**src/prbs_config.svh**
```systemverilog
// --------------------------------------
// PRBS link test build configuration
// Word width, LFSR taps, seed and link credits
// --------------------------------------
`ifndef PRBS_CONFIG_SVH
`define PRBS_CONFIG_SVH

// Bits per PRBS word and width of both LFSRs
`define PRBS_WIDTH 16

// Maximal-length taps for x^16 + x^14 + x^13 + x^11 + 1 with the MSB set
`define PRBS_TAPS 16'hB400

// Generator seed loaded on every start and never zero
`define PRBS_SEED 16'hACE1

// Depth of the receive queue, which is also the credit count after reset
`define LINK_CREDITS 4

// Width of the statistic counters
`define CNT_WIDTH 32

`endif

```
**src/prbs_pkg.sv**
```systemverilog
// --------------------------------------
// PRBS link test types
// Shared by the generator, the checker and the link
// --------------------------------------
`include "prbs_config.svh"

package prbs_pkg;

  // One PRBS word, which is also one LFSR state
  typedef logic [`PRBS_WIDTH-1:0] prbs_word_t;

  // Credit count that can hold every value from zero up to LINK_CREDITS
  typedef logic [$clog2(`LINK_CREDITS + 1)-1:0] credit_t;

  // Statistic counter for words sent, words checked and errors
  typedef logic [`CNT_WIDTH-1:0] stat_cnt_t;

  // One entry of the receive queue
  // The sof flag marks the first word after a start
  typedef struct packed {
    logic       sof;
    prbs_word_t data;
  } link_entry_t;

endpackage

```
**src/prbs_link_if.sv**
```systemverilog
// --------------------------------------
// Generator to checker link
// Valid/sof/data forward and one-cycle credit return
// --------------------------------------
`timescale 1ns/1ps

interface prbs_link_if import prbs_pkg::*; ();

  // A word is on the link in every cycle where valid is high
  logic       valid;
  // First word of a run, which the checker locks onto
  logic       sof;
  // Payload word
  prbs_word_t data;
  // One-cycle pulse that returns one credit to the sender
  logic       credit;

  // The generator launches words and takes credits back
  modport sender (
    output valid,
    output sof,
    output data,
    input  credit
  );

  // The checker accepts words and returns credits
  modport receiver (
    input  valid,
    input  sof,
    input  data,
    output credit
  );

endinterface

```
**src/lfsr.sv**
```systemverilog
// --------------------------------------
// Fibonacci LFSR
// Shifts the masked XOR of its state into the LSB
// --------------------------------------
`timescale 1ns/1ps

module lfsr import prbs_pkg::*; (
  input  logic       clk,
  input  logic       rst,
  // Loads initial_state and takes priority over advance
  input  logic       reinit,
  // State loaded on reset and on reinit
  input  prbs_word_t initial_state,
  // Feedback mask with the MSB set for a maximal period
  input  prbs_word_t taps,
  // Steps the register by one state
  input  logic       advance,
  // LSB of the state
  output logic       out,
  // Whole state
  output prbs_word_t out_state
);

  prbs_word_t state;
  prbs_word_t next_state;

  // --------------------------------------
  // Next state
  // --------------------------------------

  // The old state moves up one bit and the MSB drops out
  // The XOR reduction of the tapped bits becomes the new LSB
  assign next_state = reinit ? initial_state
                             : {state[$bits(prbs_word_t)-2:0], ^(state & taps)};

  always_ff @(posedge clk) begin
    if (rst) begin
      state <= initial_state;
    end else if (reinit || advance) begin
      state <= next_state;
    end
  end

  assign out       = state[0];
  assign out_state = state;

  // --------------------------------------
  // Checks
  // --------------------------------------

  // A zero state is a fixed point, so the sequence would stall there for good
  a_state_non_zero: assert property (@(posedge clk) disable iff (rst)
    out_state != '0)
    else $error("lfsr: state reached zero");

  // With a nonzero state every plain step must move to a new state
  a_advance_changes: assert property (@(posedge clk) disable iff (rst)
    advance && !reinit |=> out_state != $past(out_state))
    else $error("lfsr: advance left the state unchanged");

endmodule

```
**src/prbs_generator.sv**
```systemverilog
// --------------------------------------
// PRBS generator
// Launches LFSR words onto the link under credit control
// --------------------------------------
`timescale 1ns/1ps
`include "prbs_config.svh"

module prbs_generator import prbs_pkg::*; (
  input  logic      clk,
  input  logic      rst,
  input  logic      start,
  input  logic      stop,
  input  logic      inject_error,
  prbs_link_if.sender link,
  output stat_cnt_t sent_count
);

  logic       running;
  logic       sof_pend;
  logic       inject_pend;
  credit_t    credits;
  logic       launch;
  logic       inject_now;
  prbs_word_t lfsr_state;

  // --------------------------------------
  // Word source
  // --------------------------------------

  // The LFSR is loaded with the seed on the same edge that samples start
  // Every launch steps it, so the link carries consecutive states
  lfsr u_lfsr (
    .clk           (clk),
    .rst           (rst),
    .reinit        (start),
    .initial_state (prbs_word_t'(`PRBS_SEED)),
    .taps          (prbs_word_t'(`PRBS_TAPS)),
    .advance       (launch),
    .out           (),
    .out_state     (lfsr_state)
  );

  // One word per cycle while running and holding at least one credit
  assign launch = running && (credits != '0);

  // The sof word is never corrupted because the checker seeds its LFSR from it
  assign inject_now = inject_pend && !sof_pend;

  assign link.valid = launch;
  assign link.sof   = sof_pend;
  assign link.data  = lfsr_state ^ prbs_word_t'(inject_now);

  // --------------------------------------
  // Run control and credits
  // --------------------------------------

  always_ff @(posedge clk) begin
    if (rst) begin
      running     <= 1'b0;
      sof_pend    <= 1'b0;
      inject_pend <= 1'b0;
      credits     <= credit_t'(`LINK_CREDITS);
      sent_count  <= '0;
    end else begin
      // Start wins over a stop in the same cycle
      if (start) begin
        running <= 1'b1;
      end else if (stop) begin
        running <= 1'b0;
      end
      // The flag stays up until the first word of the run has gone out
      if (start) begin
        sof_pend <= 1'b1;
      end else if (launch) begin
        sof_pend <= 1'b0;
      end
      // A request waits for the next non-sof launch and is then used up
      if (inject_error) begin
        inject_pend <= 1'b1;
      end else if (launch && inject_now) begin
        inject_pend <= 1'b0;
      end
      // Spend one credit per launch and take back one per returned pulse
      credits <= credits + credit_t'(link.credit) - credit_t'(launch);
      if (launch) begin
        sent_count <= sent_count + stat_cnt_t'(1);
      end
    end
  end

  // --------------------------------------
  // Checks
  // --------------------------------------

  // The checker can never return more credits than were spent
  a_credit_bound: assert property (@(posedge clk) disable iff (rst)
    credits <= credit_t'(`LINK_CREDITS))
    else $error("prbs_generator: credit count above LINK_CREDITS");

endmodule

```
**src/prbs_checker.sv**
```systemverilog
// --------------------------------------
// PRBS checker
// Queues link words, locks on sof and counts mismatches
// --------------------------------------
`timescale 1ns/1ps
`include "prbs_config.svh"

module prbs_checker import prbs_pkg::*; (
  input  logic      clk,
  input  logic      rst,
  input  logic      drain_en,
  prbs_link_if.receiver link,
  output logic      locked,
  output stat_cnt_t words_checked,
  output stat_cnt_t errors
);

  // The queue holds exactly as many entries as the sender has credits
  localparam int depth = `LINK_CREDITS;
  localparam int ptr_w = (depth > 1) ? $clog2(depth) : 1;

  link_entry_t      queue_mem [depth];
  logic [ptr_w-1:0] wr_ptr;
  logic [ptr_w-1:0] rd_ptr;
  credit_t          fill;
  link_entry_t      head;
  logic             push;
  logic             pop;
  logic             pop_sof;
  logic             check;
  logic             mismatch;
  logic             priming;
  prbs_word_t       lfsr_init;
  prbs_word_t       expected;

  // Circular pointer step that wraps at the last slot
  function automatic logic [ptr_w-1:0] next_ptr(input logic [ptr_w-1:0] ptr);
    if (ptr == ptr_w'(depth - 1)) begin
      return '0;
    end
    return ptr + 1'b1;
  endfunction

  // --------------------------------------
  // Receive queue
  // --------------------------------------

  // Every valid cycle is accepted since credit flow keeps the queue from filling up
  assign push = link.valid;
  assign head = queue_mem[rd_ptr];

  // No pop while priming, so the prime step sees a stable LFSR
  assign pop = drain_en && (fill != '0) && !priming;

  always_ff @(posedge clk) begin
    if (push) begin
      queue_mem[wr_ptr] <= '{sof: link.sof, data: link.data};
    end
  end

  always_ff @(posedge clk) begin
    if (rst) begin
      wr_ptr      <= '0;
      rd_ptr      <= '0;
      fill        <= '0;
      link.credit <= 1'b0;
    end else begin
      if (push) begin
        wr_ptr <= next_ptr(wr_ptr);
      end
      if (pop) begin
        rd_ptr <= next_ptr(rd_ptr);
      end
      fill        <= fill + credit_t'(push) - credit_t'(pop);
      // Each pop hands one credit back on the following cycle
      link.credit <= pop;
    end
  end

  // --------------------------------------
  // Expected sequence
  // --------------------------------------

  assign pop_sof = pop && head.sof;

  // An sof pop loads the received word
  // Out of reset the register starts from the seed and stays nonzero
  assign lfsr_init = pop_sof ? head.data : prbs_word_t'(`PRBS_SEED);

  // The cycle after an sof pop steps the LFSR once to the next expected word
  // Each later pop steps it past the word just checked
  lfsr u_lfsr (
    .clk           (clk),
    .rst           (rst),
    .reinit        (pop_sof),
    .initial_state (lfsr_init),
    .taps          (prbs_word_t'(`PRBS_TAPS)),
    .advance       (priming || (pop && !head.sof)),
    .out           (),
    .out_state     (expected)
  );

  // Only words that follow a lock are compared
  assign check    = pop && !head.sof && locked;
  assign mismatch = head.data != expected;

  // --------------------------------------
  // Lock state and counters
  // --------------------------------------

  always_ff @(posedge clk) begin
    if (rst) begin
      priming       <= 1'b0;
      locked        <= 1'b0;
      words_checked <= '0;
      errors        <= '0;
    end else begin
      priming <= pop_sof;
      // Lock holds until reset
      if (pop_sof) begin
        locked <= 1'b1;
      end
      if (check) begin
        words_checked <= words_checked + stat_cnt_t'(1);
        // The LFSR keeps stepping, so a flipped bit counts once
        if (mismatch) begin
          errors <= errors + stat_cnt_t'(1);
        end
      end
    end
  end

  // --------------------------------------
  // Checks
  // --------------------------------------

  // The sender's credit count must keep pushes away from a full queue
  a_no_push_when_full: assert property (@(posedge clk) disable iff (rst)
    push |-> (fill != credit_t'(depth)) || pop)
    else $error("prbs_checker: push into a full receive queue");

endmodule

```
**src/prbs_top.sv**
```systemverilog
// --------------------------------------
// PRBS link test top level
// Generator and checker joined by the credit link
// --------------------------------------
`timescale 1ns/1ps

module prbs_top import prbs_pkg::*; (
  input  logic      clk,
  input  logic      rst,
  // Run control for the generator
  input  logic      start,
  input  logic      stop,
  // One corrupted word per pulse
  input  logic      inject_error,
  // Low to hold the receive queue and back-pressure the generator
  input  logic      drain_en,
  output stat_cnt_t sent_count,
  output stat_cnt_t words_checked,
  output stat_cnt_t errors,
  output logic      locked
);

  // Internal link between the two halves
  prbs_link_if link ();

  prbs_generator u_generator (
    .clk          (clk),
    .rst          (rst),
    .start        (start),
    .stop         (stop),
    .inject_error (inject_error),
    .link         (link.sender),
    .sent_count   (sent_count)
  );

  prbs_checker u_checker (
    .clk           (clk),
    .rst           (rst),
    .drain_en      (drain_en),
    .link          (link.receiver),
    .locked        (locked),
    .words_checked (words_checked),
    .errors        (errors)
  );

endmodule

```
**config.mk**
```make
export PLATFORM = sky130hd
export DESIGN_NAME = prbs_top
export DESIGN_NICKNAME = d
export VERILOG_FILES = /design/src/prbs_pkg.sv /design/src/prbs_link_if.sv /design/src/lfsr.sv /design/src/prbs_generator.sv /design/src/prbs_checker.sv /design/src/prbs_top.sv
export VERILOG_INCLUDE_DIRS = /design/src
export SDC_FILE = /design/constraint.sdc
export NUM_CORES = 1
export LEC_CHECK = 0
export BUFFER_PORTS_ARGS = -buffer_cell sky130_fd_sc_hd__buf_4
export CORE_MARGIN = 3
export CORE_UTILIZATION = 40
export DETAILED_ROUTE_END_ITERATION = 6
export PLACE_DENSITY_LB_ADDON = 0.12
export SLEW_MARGIN = 40
export SYNTH_ARGS = -nofsm -noshare
export SYNTH_HDL_FRONTEND = slang
export SYNTH_SLANG_ARGS = --single-unit
```
**constraint.sdc**
```tcl
create_clock -name clk -period 2.4 [get_ports clk]
set_clock_uncertainty 0.1 [all_clocks]
set_input_delay 0.36 -clock clk [delete_from_list [all_inputs] [get_ports clk]]
set_output_delay 0.36 -clock clk [all_outputs]
set_load 0.05 [all_outputs]
```
==> impl_metrics.py, run 1 <==
metrics = {
    "yosys": {
        "yosysTopAreaCell": "dfxtp_1",
        "ys.flop_type": "dfxtp_1",
        "yosysSeqAreaShare_pct": 55.53,
        "synth_compound_area_share_pct": 6.901,
        "synth-adder-area-share_pct": 2.061,
        "async_flop_share_pct": 0,
        "yosys.area_share.simple_pct": 19.47,
        "synth_edf_count": 84,
        "synth.area.mux_share_pct": 4.704,
        "synth_cell_types": 51,
        "yosys_warnings": 0,
        "synth_nets": 864,
        "yosys.area_share.xor_xnor_pct": 7.958,
        "synth_top_family_by_area": "simple AND/OR/NAND/NOR gates",
        "synth-seq-cells": 214,
        "synthCells": 844,
        "synth_area_um2": 9229,
        "netlist_top_cells_area": "dfxtp_1, edfxtp_1, xor2_1",
        "synth_top_area_share_pct": 28.20,
        "postSynthAreaPerCell_um2": 10.93,
    },
    "run": {
        "maxCapViolCount": 0,
    },
    "route": {
        "vias_per_cell": 5.219,
        "dr_total_vias": 6712,
        "ant_nets": 0,
        "firstDrtPassIters": 4,
        "drc": 0,
        "drtIter0Drc": 310,
        "wl_per_cell_um": 15.92,
        "totalWireLength_um": 20480,
    },
    "power": {
        "ir_worst_vdd_mv": 0.3744,
        "power_density_nw_per_um2": 758.2,
        "switching_share_pct": 26.32,
        "p_total_mw": 9.099,
        "pwr-share-clk_pct": 36.3,
        "seq_power_share_pct": 47.3,
        "cellLeakagePower_nw": 4.420,
        "comb_power_share_pct": 16.4,
        "p_sw_mw": 2.395,
        "p_int_mw": 6.704,
    },
    "worst_setup_path": {
        "critPathRequiredTime_ns": 2.74,
        "ff2ff_path_depth": 10,
        "arrival_ns": 3.03,
        "crit_type": "flop to flop",
        "startpoint_type": "flop",
        "crit_fanout": 8,
        "cp-end-kind": "flop",
    },
    "floorplanning": {
        "std_cell_rows": 54,
        "die_area_um2": 24930,
        "die_x_um": 157.9,
        "initial_core_util_pct": 41.52,
        "die_y_um": 157.9,
        "core_region_area_um2": 22230,
        "io_pins": 103,
    },
    "clock_network": {
        "cts_tree": "yes",
        "clockBufferDepth": 3,
        "clock_sink_count": 214,
        "cts.root.buffer_cell": "clkbuf_16",
        "cts_max_level": 1,
        "path_clk_slew_ns": 0.06,
        "numCtsBuffers": 24,
        "clk_latency_ns": 0.51,
    },
    "timing": {
        "max_freq_ghz": 0.3716,
        "finalHoldViolations": 0,
        "drv_slew": 0,
        "worst_slew_pin_slew_ns": 0.5792,
        "relSlewSlack_pct": 61.39,
        "min_period_over_period_pct": 112.1,
        "setup_tns_ns": -10.53,
        "period_minus_slack_ns": 2.691,
        "finalSetupViolations": 61,
        "setup_ws_ns": -0.2911,
        "rsz0062_at_grt": "yes",
    },
    "final_layout": {
        "multi_input_area_um2": 4172,
        "layout_common_cells": "buf_4, dfxtp_1, nor2_1",
        "drive_above_1_share_pct": 28.33,
        "final_common_cell": "buf_4",
        "syn2layout_area_growth_pct": 30.03,
        "fillers": 1974,
        "regArea_um2": 5141,
        "diodes": 0,
        "instances_no_fill": 1286,
        "design_area_um2": 12000,
        "nets": 1009,
    },
    "placement": {
        "dp_hpwl_um": 12980,
        "port-buffer-count": 102,
        "place_worst_setup_slack_ns": -0.3467,
        "place_area_um2": 10620,
        "dp.cells": 1221,
        "place.gp.congestion": 0.7457,
    },
    "hold_path": {
        "hold_depth": 4,
        "hold_path_class": "input pin to flop",
    },
    "grt": {
        "grt_pass1_vias": 6434,
        "grtUsageTotal_pct": 15.86,
        "grt_start_max_net_pins": 52,
        "grt_overflow": 0,
        "grt_pass1_wl_um": 32950,
        "antenna_found_initial": 0,
    },
    "outcome": {
        "status": "finished with violations",
        "violations": "setup timing",
    },
}
## sequential cells by signal, indices dropped and copies added (netlist names), named ones only
name and cells:
u_checker.queue_mem 68, u_checker.errors 32, u_checker.words_checked 32, u_generator.sent_count 32
u_checker.u_lfsr.out_state 16, u_generator.u_lfsr.out_state 16, u_checker.fill 3, u_generator.credits 3
u_checker.rd_ptr 2, u_checker.wr_ptr 2, u_checker.link.credit 1, u_checker.locked 1
u_checker.priming 1, u_generator.inject_pend 1, u_generator.link.sof 1, u_generator.running 1
## cell families (layout without fill, tap and decap cells)
logic type | after synthesis | in the layout
adders and majority gates | 14 | 14
muxes | 20 | 20
xor gates and xnor gates | 83 | 83
DFF | 214 | 214
AOI/OAI and AO/OA | 110 | 110
and+or+nand+nor | 336 | 336
buffers and inverters | 67 | 229
## through the flow
step           hold slack (ns)  util (%)
2_1_floorplan           0.3541         -
6_report               0.07225     53.99
3_5_place_dp            0.3755     47.77
5_1_grt                0.07937     53.99
3_3_place_gp            0.3672     47.75
4_1_cts                0.05911     52.46
## path summary, 6_finish.rpt
kind	slack, ns	end	start
max	-0.29	u_checker.errors[26]$_SDFFE_PP0P_	flop
min	0.07	u_generator.running$_SDFFE_PP0P_	stop
max reg2reg	-0.29	u_checker.errors[26]$_SDFFE_PP0P_	flop
min reg2reg	0.38	u_generator.inject_pend$_SDFFE_PP0P_	u_generator.inject_pend$_SDFFE_PP0P_
## layout make-up
cell class	instances	area share (%)
clock buffers	36	5.463
clock inverters	7	0.3962
inverters	23	0.7194
multi-input cells	563	34.76
flip-flops and latches	214	42.84
well taps	280	2.919
repair buffers	163	12.90
## cell usage after synthesis (7+ instances only)
library cell and count:
o21ai_0 17, nand4_1 24, and2_1 9, edfxtp_1 84, xor2_1 47, or4_1 25
clkbuf_1 30, o31ai_1 27, and4_1 15, nand2_1 70, a21oi_1 60, nand3b_1 8
and3_1 12, ha_1 12, dfxtp_1 130, xnor2_1 35, or3_1 7, mux4_2 14
buf_6 7, inv_1 22, nor2_1 90, nand3_1 44
## worst max-delay path, cell delays in order (launching register included)
cell and delay, ns:
dfxtp_4 0.40, buf_12 0.15, buf_4 0.11, mux4_2 0.53, xnor2_2 0.16, nand4_1 0.12, nor4_4 0.05, buf_6 0.16
buf_12 0.15, or4_1 0.54, a21oi_2 0.14
## layer usage
metal / vias to the layer above / global-route usage (%) / part of all wire [%]
met4: 0 / 3.926 / 1.7
met1: 3213 / 22.07 / 47
li1: 3345 / - / -
met2: 126 / 25.81 / 47
met3: 28 / 2.870 / 4.2
met5: - / 0 / 0
## repair_timing
action	CTS	global route
gates resized for setup	26	51
hold buffers	2	0
gates cloned	6	2
pin swaps	33	45
buffers inserted	9	3
setup endpoints to repair	62	63
hold endpoints to repair	2	0
## power by group through the flow
stage          clock, mW  sequential [mW]  combinational (mW)
2_1_floorplan          0             4.34                1.02
3_3_place_gp           0             4.35                1.38
3_5_place_dp           0             4.35                1.40
4_1_cts             3.39             4.30                1.50
5_1_grt             3.53             4.33                1.66
6_report            3.31             4.30                1.49
Note: power is estimated with default switching activity, not from simulation.
==> run 2, diff against run 1 <==
--- a/config.mk
+++ b/config.mk
@@ -6,10 +6,11 @@
 export SDC_FILE = /design/constraint.sdc
 export NUM_CORES = 1
 export LEC_CHECK = 0
-export BUFFER_PORTS_ARGS = -buffer_cell sky130_fd_sc_hd__buf_4
 export CORE_MARGIN = 3
 export CORE_UTILIZATION = 40
 export DETAILED_ROUTE_END_ITERATION = 6
+export DONT_BUFFER_PORTS = 1
+export MAX_ROUTING_LAYER = met4
 export PLACE_DENSITY_LB_ADDON = 0.12
 export SLEW_MARGIN = 40
 export SYNTH_ARGS = -nofsm -noshare
==> run 2 against run 1 <==
The run ends with hold timing, setup timing left. Die area is the same. Sequential share of layout area decreased by 0.79 points. Power up 6.6%. Fmax grew 2.6%. Utilization up 1.0 points. Via count rose by 2.3%. Register-to-register slack improved by 0.07 ns. Count of clock-buffer cells in the layout decreased by 1. Flip-flop and latch count stayed put.
==> impl_metrics.py, run 2 (synthesis results as in run 1) <==
metrics = {
    "run": {
        "maxCapViolCount": 0,
    },
    "hold_path": {
        "hold_path_class": "input pin to flop",
        "min_from": "rst",
        "hold_depth": 1,
        "hold_end": "u_checker.errors[22]$_SDFFE_PP0P_",
    },
    "worst_setup_path": {
        "r2r_end": "u_checker.errors[15]$_SDFFE_PP0P_",
        "crit_type": "flop to flop",
        "cp-end-kind": "flop",
        "crit_buf_inv": 3,
        "reg2reg_setup_slack_ns": -0.22,
        "critPathRequiredTime_ns": 2.75,
        "path_cells": "buf_12, mux4_2, xnor2_2, nand4_1, nor4_4, buf_12, buf_12, or4_1, a21oi_1",
        "startpoint_type": "flop",
        "worst_path_most_repeated_cell": "buf_12",
        "arrival_ns": 2.97,
        "critPathMaxStageDelay_ns": 0.57,
        "critPathTopFamily": "simple AND/OR/NAND/NOR gates",
        "ff2ff_path_depth": 9,
        "crit_slowest_cell": "mux4_2",
        "crit_fanout": 18,
    },
    "timing": {
        "drv_slew": 0,
        "period_minus_slack_ns": 2.623,
        "setup_ws_ns": -0.2233,
        "worst_slew_pin_slew_ns": 0.7120,
        "min_period_over_period_pct": 109.3,
        "rsz0062_at_grt": "yes",
        "holdWs_ns": -0.1960,
        "max_freq_ghz": 0.3812,
        "setup_tns_ns": -7.269,
        "finalSetupViolations": 51,
        "relSlewSlack_pct": 52.42,
        "finalHoldViolations": 87,
    },
    "floorplanning": {
        "std_cell_rows": 54,
        "die_area_um2": 24930,
        "initial_core_util_pct": 41.52,
        "die_y_um": 157.9,
        "core_region_area_um2": 22230,
        "io_pins": 103,
        "die_x_um": 157.9,
    },
    "route": {
        "totalWireLength_um": 21690,
        "drtIter0Drc": 387,
        "topRoutingLayerUsed": "met4",
        "drc": 0,
        "route.met3.wl_um": 1050,
        "vias_per_cell": 5.284,
        "dr_total_vias": 6869,
        "wl_per_cell_um": 16.68,
        "ant_nets": 0,
        "firstDrtPassIters": 6,
        "met2_length_um": 11050,
        "wl_met1_um": 9164,
    },
    "grt": {
        "grt_pass1_vias": 6942,
        "antenna_found_initial": 0,
        "grt_start_max_net_pins": 134,
        "grtUsageTotal_pct": 17.61,
        "grt_overflow": 0,
        "grt_pass1_wl_um": 35080,
    },
    "power": {
        "cellLeakagePower_nw": 4.589,
        "p_total_mw": 9.704,
        "power_density_nw_per_um2": 793.6,
        "ir_worst_vdd_mv": 0.4831,
    },
    "final_layout": {
        "diodes": 0,
        "syn2layout_area_growth_pct": 32.50,
        "largest-register": "u_checker.queue_mem",
        "final_common_cell": "buf_4",
        "drive_above_1_share_pct": 29.31,
        "design_area_um2": 12230,
        "nets": 1022,
        "layout_common_cells": "buf_4, dfxtp_1, nor2_1",
        "largest_reg_flops": 68,
        "instances_no_fill": 1300,
        "fillers": 1896,
    },
    "clock_network": {
        "cts_max_level": 1,
        "clockBufferDepth": 3,
        "numCtsBuffers": 24,
        "cts_tree": "yes",
        "path_clk_slew_ns": 0.06,
        "clk_latency_ns": 0.52,
        "cts.root.buffer_cell": "clkbuf_16",
        "hold_buffers": 29,
        "clock_sink_count": 214,
    },
    "outcome": {
        "status": "finished with violations",
        "violations": "hold timing, setup timing",
    },
    "placement": {
        "dp_hpwl_um": 14090,
        "port-buffer-count": 0,
        "place.gp.congestion": 0.8067,
        "dp.cells": 1213,
        "place_area_um2": 10580,
    },
}
-- run 2: changes by cell type in the layout (fill, tap and decap cells not counted), moves of 8 or more --
cell	delta
dlygate4sd3_1	+27
o31ai_2	-8
or4_1	-13
o31ai_1	+18
o31ai_4	-10
a21oi_1	-11
buf_4	-11
or4_4	+13
a21oi_2	+11
-- run 2: power by group --
part	switching, mW	internal [mW]	leakage [nW]
clock	1.46	2.39	0.416
sequential	0.224	4.08	1.83
combinational	0.753	0.787	2.34
total	2.44	7.26	4.59
-- run 2: how the worst max path moves through the flow --
| stage | start | to | depth (start not counted) |
|---|---|---|---|
| floorplan | flop | u_checker.errors[5]$_SDFFE_PP0P_ | 10 |
| global placement | flop | u_checker.errors[28]$_SDFFE_PP0P_ | 9 |
| detailed placement | flop | u_checker.errors[21]$_SDFFE_PP0P_ | 9 |
| CTS | flop | u_checker.errors[21]$_SDFFE_PP0P_ | 6 |
| global route | flop | u_checker.errors[11]$_SDFFE_PP0P_ | 10 |
| finish | flop | u_checker.errors[15]$_SDFFE_PP0P_ | 9 |
-- run 2: final cells by class --
class | instances | area, um2 | share of cell area [%]
inverters | 23 | 86.33 | 0.7060
flip-flops and latches | 214 | 5142 | 42.05
repair buffers | 176 | 1642 | 13.42
well taps | 280 | 350.3 | 2.865
clock buffers | 35 | 713.2 | 5.832
clock inverters | 9 | 135.1 | 1.105
multi-input cells | 563 | 4159 | 34.01
-- run 2: metrics by stage --
stage	util (%)	setup WS (ns)
3_5_place_dp	47.60	-0.3363
6_report	55.01	-0.2233
2_1_floorplan	-	-0.1395
4_1_cts	54.02	-0.2374
5_1_grt	55.01	-0.3338
3_3_place_gp	47.59	-0.2284
-- run 2: per-layer routing --
| layer | vias up | GRT usage (%) |
|---|---|---|
| met1 | 3351 | 21.53 |
| met3 | 31 | 3.116 |
| met5 | - | - |
| met2 | 127 | 30.88 |
| met4 | 0 | 3.347 |
| li1 | 3360 | - |
-- run 2: what timing repair did --
| action | CTS | global route |
|---|---|---|
| hold endpoints to repair | 122 | 87 |
| setup buffers | 7 | 7 |
| pin swaps | 49 | 22 |
| cloned | 3 | 0 |
| setup endpoints to repair | 61 | 75 |
| resized for setup | 44 | 42 |
==> run 3, diff against run 2 <==
--- a/config.mk
+++ b/config.mk
@@ -12,6 +12,7 @@
 export DONT_BUFFER_PORTS = 1
 export MAX_ROUTING_LAYER = met4
 export PLACE_DENSITY_LB_ADDON = 0.12
+export RECOVER_POWER = 100
 export SLEW_MARGIN = 40
 export SYNTH_ARGS = -nofsm -noshare
 export SYNTH_HDL_FRONTEND = slang
==> run 3 against run 2 <==
The run still ends with hold timing, setup timing left. Combinational power is essentially flat. Design area shrank 0.73%. Hold slack is essentially flat. Critical path type unchanged. Largest power group unchanged.
==> impl_metrics.py, run 3 (synthesis results as in run 1) <==
metrics = {
    "worst_setup_path": {
        "startpoint_type": "flop",
        "arrival_ns": 2.97,
        "crit_fanout": 18,
        "critPathTopFamily": "simple AND/OR/NAND/NOR gates",
        "cp-end-kind": "flop",
        "worst_path_most_repeated_cell": "buf_12",
        "crit_type": "flop to flop",
        "path_cells": "buf_12, mux4_2, xnor2_2, nand4_1, nor4_4, buf_12, buf_12, or4_1, a21oi_1",
        "crit_buf_inv": 3,
        "critPathMaxStageDelay_ns": 0.57,
        "critPathRequiredTime_ns": 2.75,
        "crit_slowest_cell": "mux4_2",
    },
    "timing": {
        "relSlewSlack_pct": 49.51,
        "max_freq_ghz": 0.3812,
        "worst_slew_pin_slew_ns": 0.7574,
        "min_period_over_period_pct": 109.3,
        "finalHoldViolations": 87,
        "drv_slew": 0,
        "setup_tns_ns": -7.601,
        "finalSetupViolations": 56,
        "holdWs_ns": -0.1962,
        "setup_ws_ns": -0.2232,
        "rsz0062_at_grt": "yes",
        "period_minus_slack_ns": 2.623,
    },
    "grt": {
        "grt_pass1_vias": 6942,
        "grt_start_max_net_pins": 134,
        "antenna_found_initial": 0,
        "grtUsageTotal_pct": 17.61,
        "grt_overflow": 0,
        "grt_pass1_wl_um": 35080,
    },
    "final_layout": {
        "layout_common_cells": "dfxtp_1, buf_4, nor2_1",
        "nets": 1022,
        "design_area_um2": 12140,
        "final_common_cell": "dfxtp_1",
        "syn2layout_area_growth_pct": 31.53,
        "fillers": 1904,
        "largest_reg_flops": 68,
        "largest-register": "u_checker.queue_mem",
        "drive_above_1_share_pct": 27.25,
        "diodes": 0,
    },
    "clock_network": {
        "cts.root.buffer_cell": "clkbuf_16",
        "cts_tree": "yes",
        "path_clk_slew_ns": 0.06,
        "clk_latency_ns": 0.52,
        "hold_buffers": 29,
        "numCtsBuffers": 24,
        "cts_max_level": 1,
        "clockBufferDepth": 3,
        "clock_sink_count": 214,
    },
    "floorplanning": {
        "io_pins": 103,
        "die_x_um": 157.9,
        "initial_core_util_pct": 41.52,
        "die_area_um2": 24930,
        "die_y_um": 157.9,
        "std_cell_rows": 54,
        "core_region_area_um2": 22230,
    },
    "placement": {
        "port-buffer-count": 0,
        "place.gp.congestion": 0.8067,
        "place_area_um2": 10580,
        "dp_hpwl_um": 14090,
        "place_worst_setup_slack_ns": -0.3363,
    },
    "power": {
        "p_total_mw": 9.690,
        "cellLeakagePower_nw": 4.502,
        "ir_worst_vdd_mv": 0.4828,
        "power_density_nw_per_um2": 798.2,
    },
    "route": {
        "dr_total_vias": 6899,
        "drtIter0Drc": 411,
        "totalWireLength_um": 21640,
        "ant_nets": 0,
        "firstDrtPassIters": 4,
        "wl_per_cell_um": 16.64,
        "vias_per_cell": 5.307,
        "drc": 0,
    },
    "hold_path": {
        "hold_path_class": "input pin to flop",
    },
    "run": {
        "maxCapViolCount": 0,
    },
    "outcome": {
        "status": "finished with violations",
        "violations": "hold timing, setup timing",
    },
}
==> run 3: power by group <==
group | total [mW] | internal [mW] | switching, mW
clock network | 3.86 | 2.39 | 1.46
registers | 4.30 | 4.08 | 0.213
logic | 1.54 | 0.785 | 0.752
total | 9.69 | 7.26 | 2.43
==> run 3: stage by stage <==
stage | instances | utilization, % | hold slack (ns)
after floorplan | 844 | - | 0.3541
after global placement | 1213 | 47.59 | 0.3422
after detailed placement | 1213 | 47.60 | 0.3442
after CTS | 1294 | 54.02 | -0.2146
after global routing | 1300 | 54.61 | -0.2132
final | 1300 | 54.61 | -0.1962
==> run 3: final cells by class <==
cell class	instances	area, um2	area share [%]
Sequential cell	214	5142	42.36
Tap cell	280	350.3	2.886
Timing Repair Buffer	176	1567	12.90
Inverter	23	86.33	0.7112
Multi-Input combinational cell	563	4145	34.15
Clock buffer	35	713.2	5.875
Clock inverter	9	135.1	1.113
==> run 3: worst paths after layout <==
path                                                  endpoint                                         start  slack [ns]  cells after the start
setup / recovery             u_checker.errors[16]$_SDFFE_PP0P_                                          flop       -0.22                      9
hold / removal               u_checker.errors[22]$_SDFFE_PP0P_                                           rst       -0.20                      1
setup reg to reg             u_checker.errors[16]$_SDFFE_PP0P_                                          flop       -0.22                      9
hold reg to reg   u_generator.u_lfsr.out_state[1]$_SDFFE_PP0P_  u_generator.u_lfsr.out_state[0]$_SDFFE_PP1P_        0.39                      2
==> run 3: routing by layer <==
| metal | vias up | track usage, % | routed length [um] |
|---|---|---|---|
| li1 | 3364 | - | - |
| met1 | 3371 | 21.53 | 9162 |
| met2 | 133 | 30.88 | 11020 |
| met3 | 31 | 3.116 | 1038 |
| met4 | 0 | 3.347 | 420 |
| met5 | - | - | 0 |
==> run 3: repair_timing <==
action | CTS | global route
endpoints found under the hold margin | 122 | 87
gates resized for setup | 44 | 42
endpoints found under the setup margin | 61 | 75
gates cloned | 3 | 0
buffers inserted | 7 | 7
pin swaps | 49 | 22
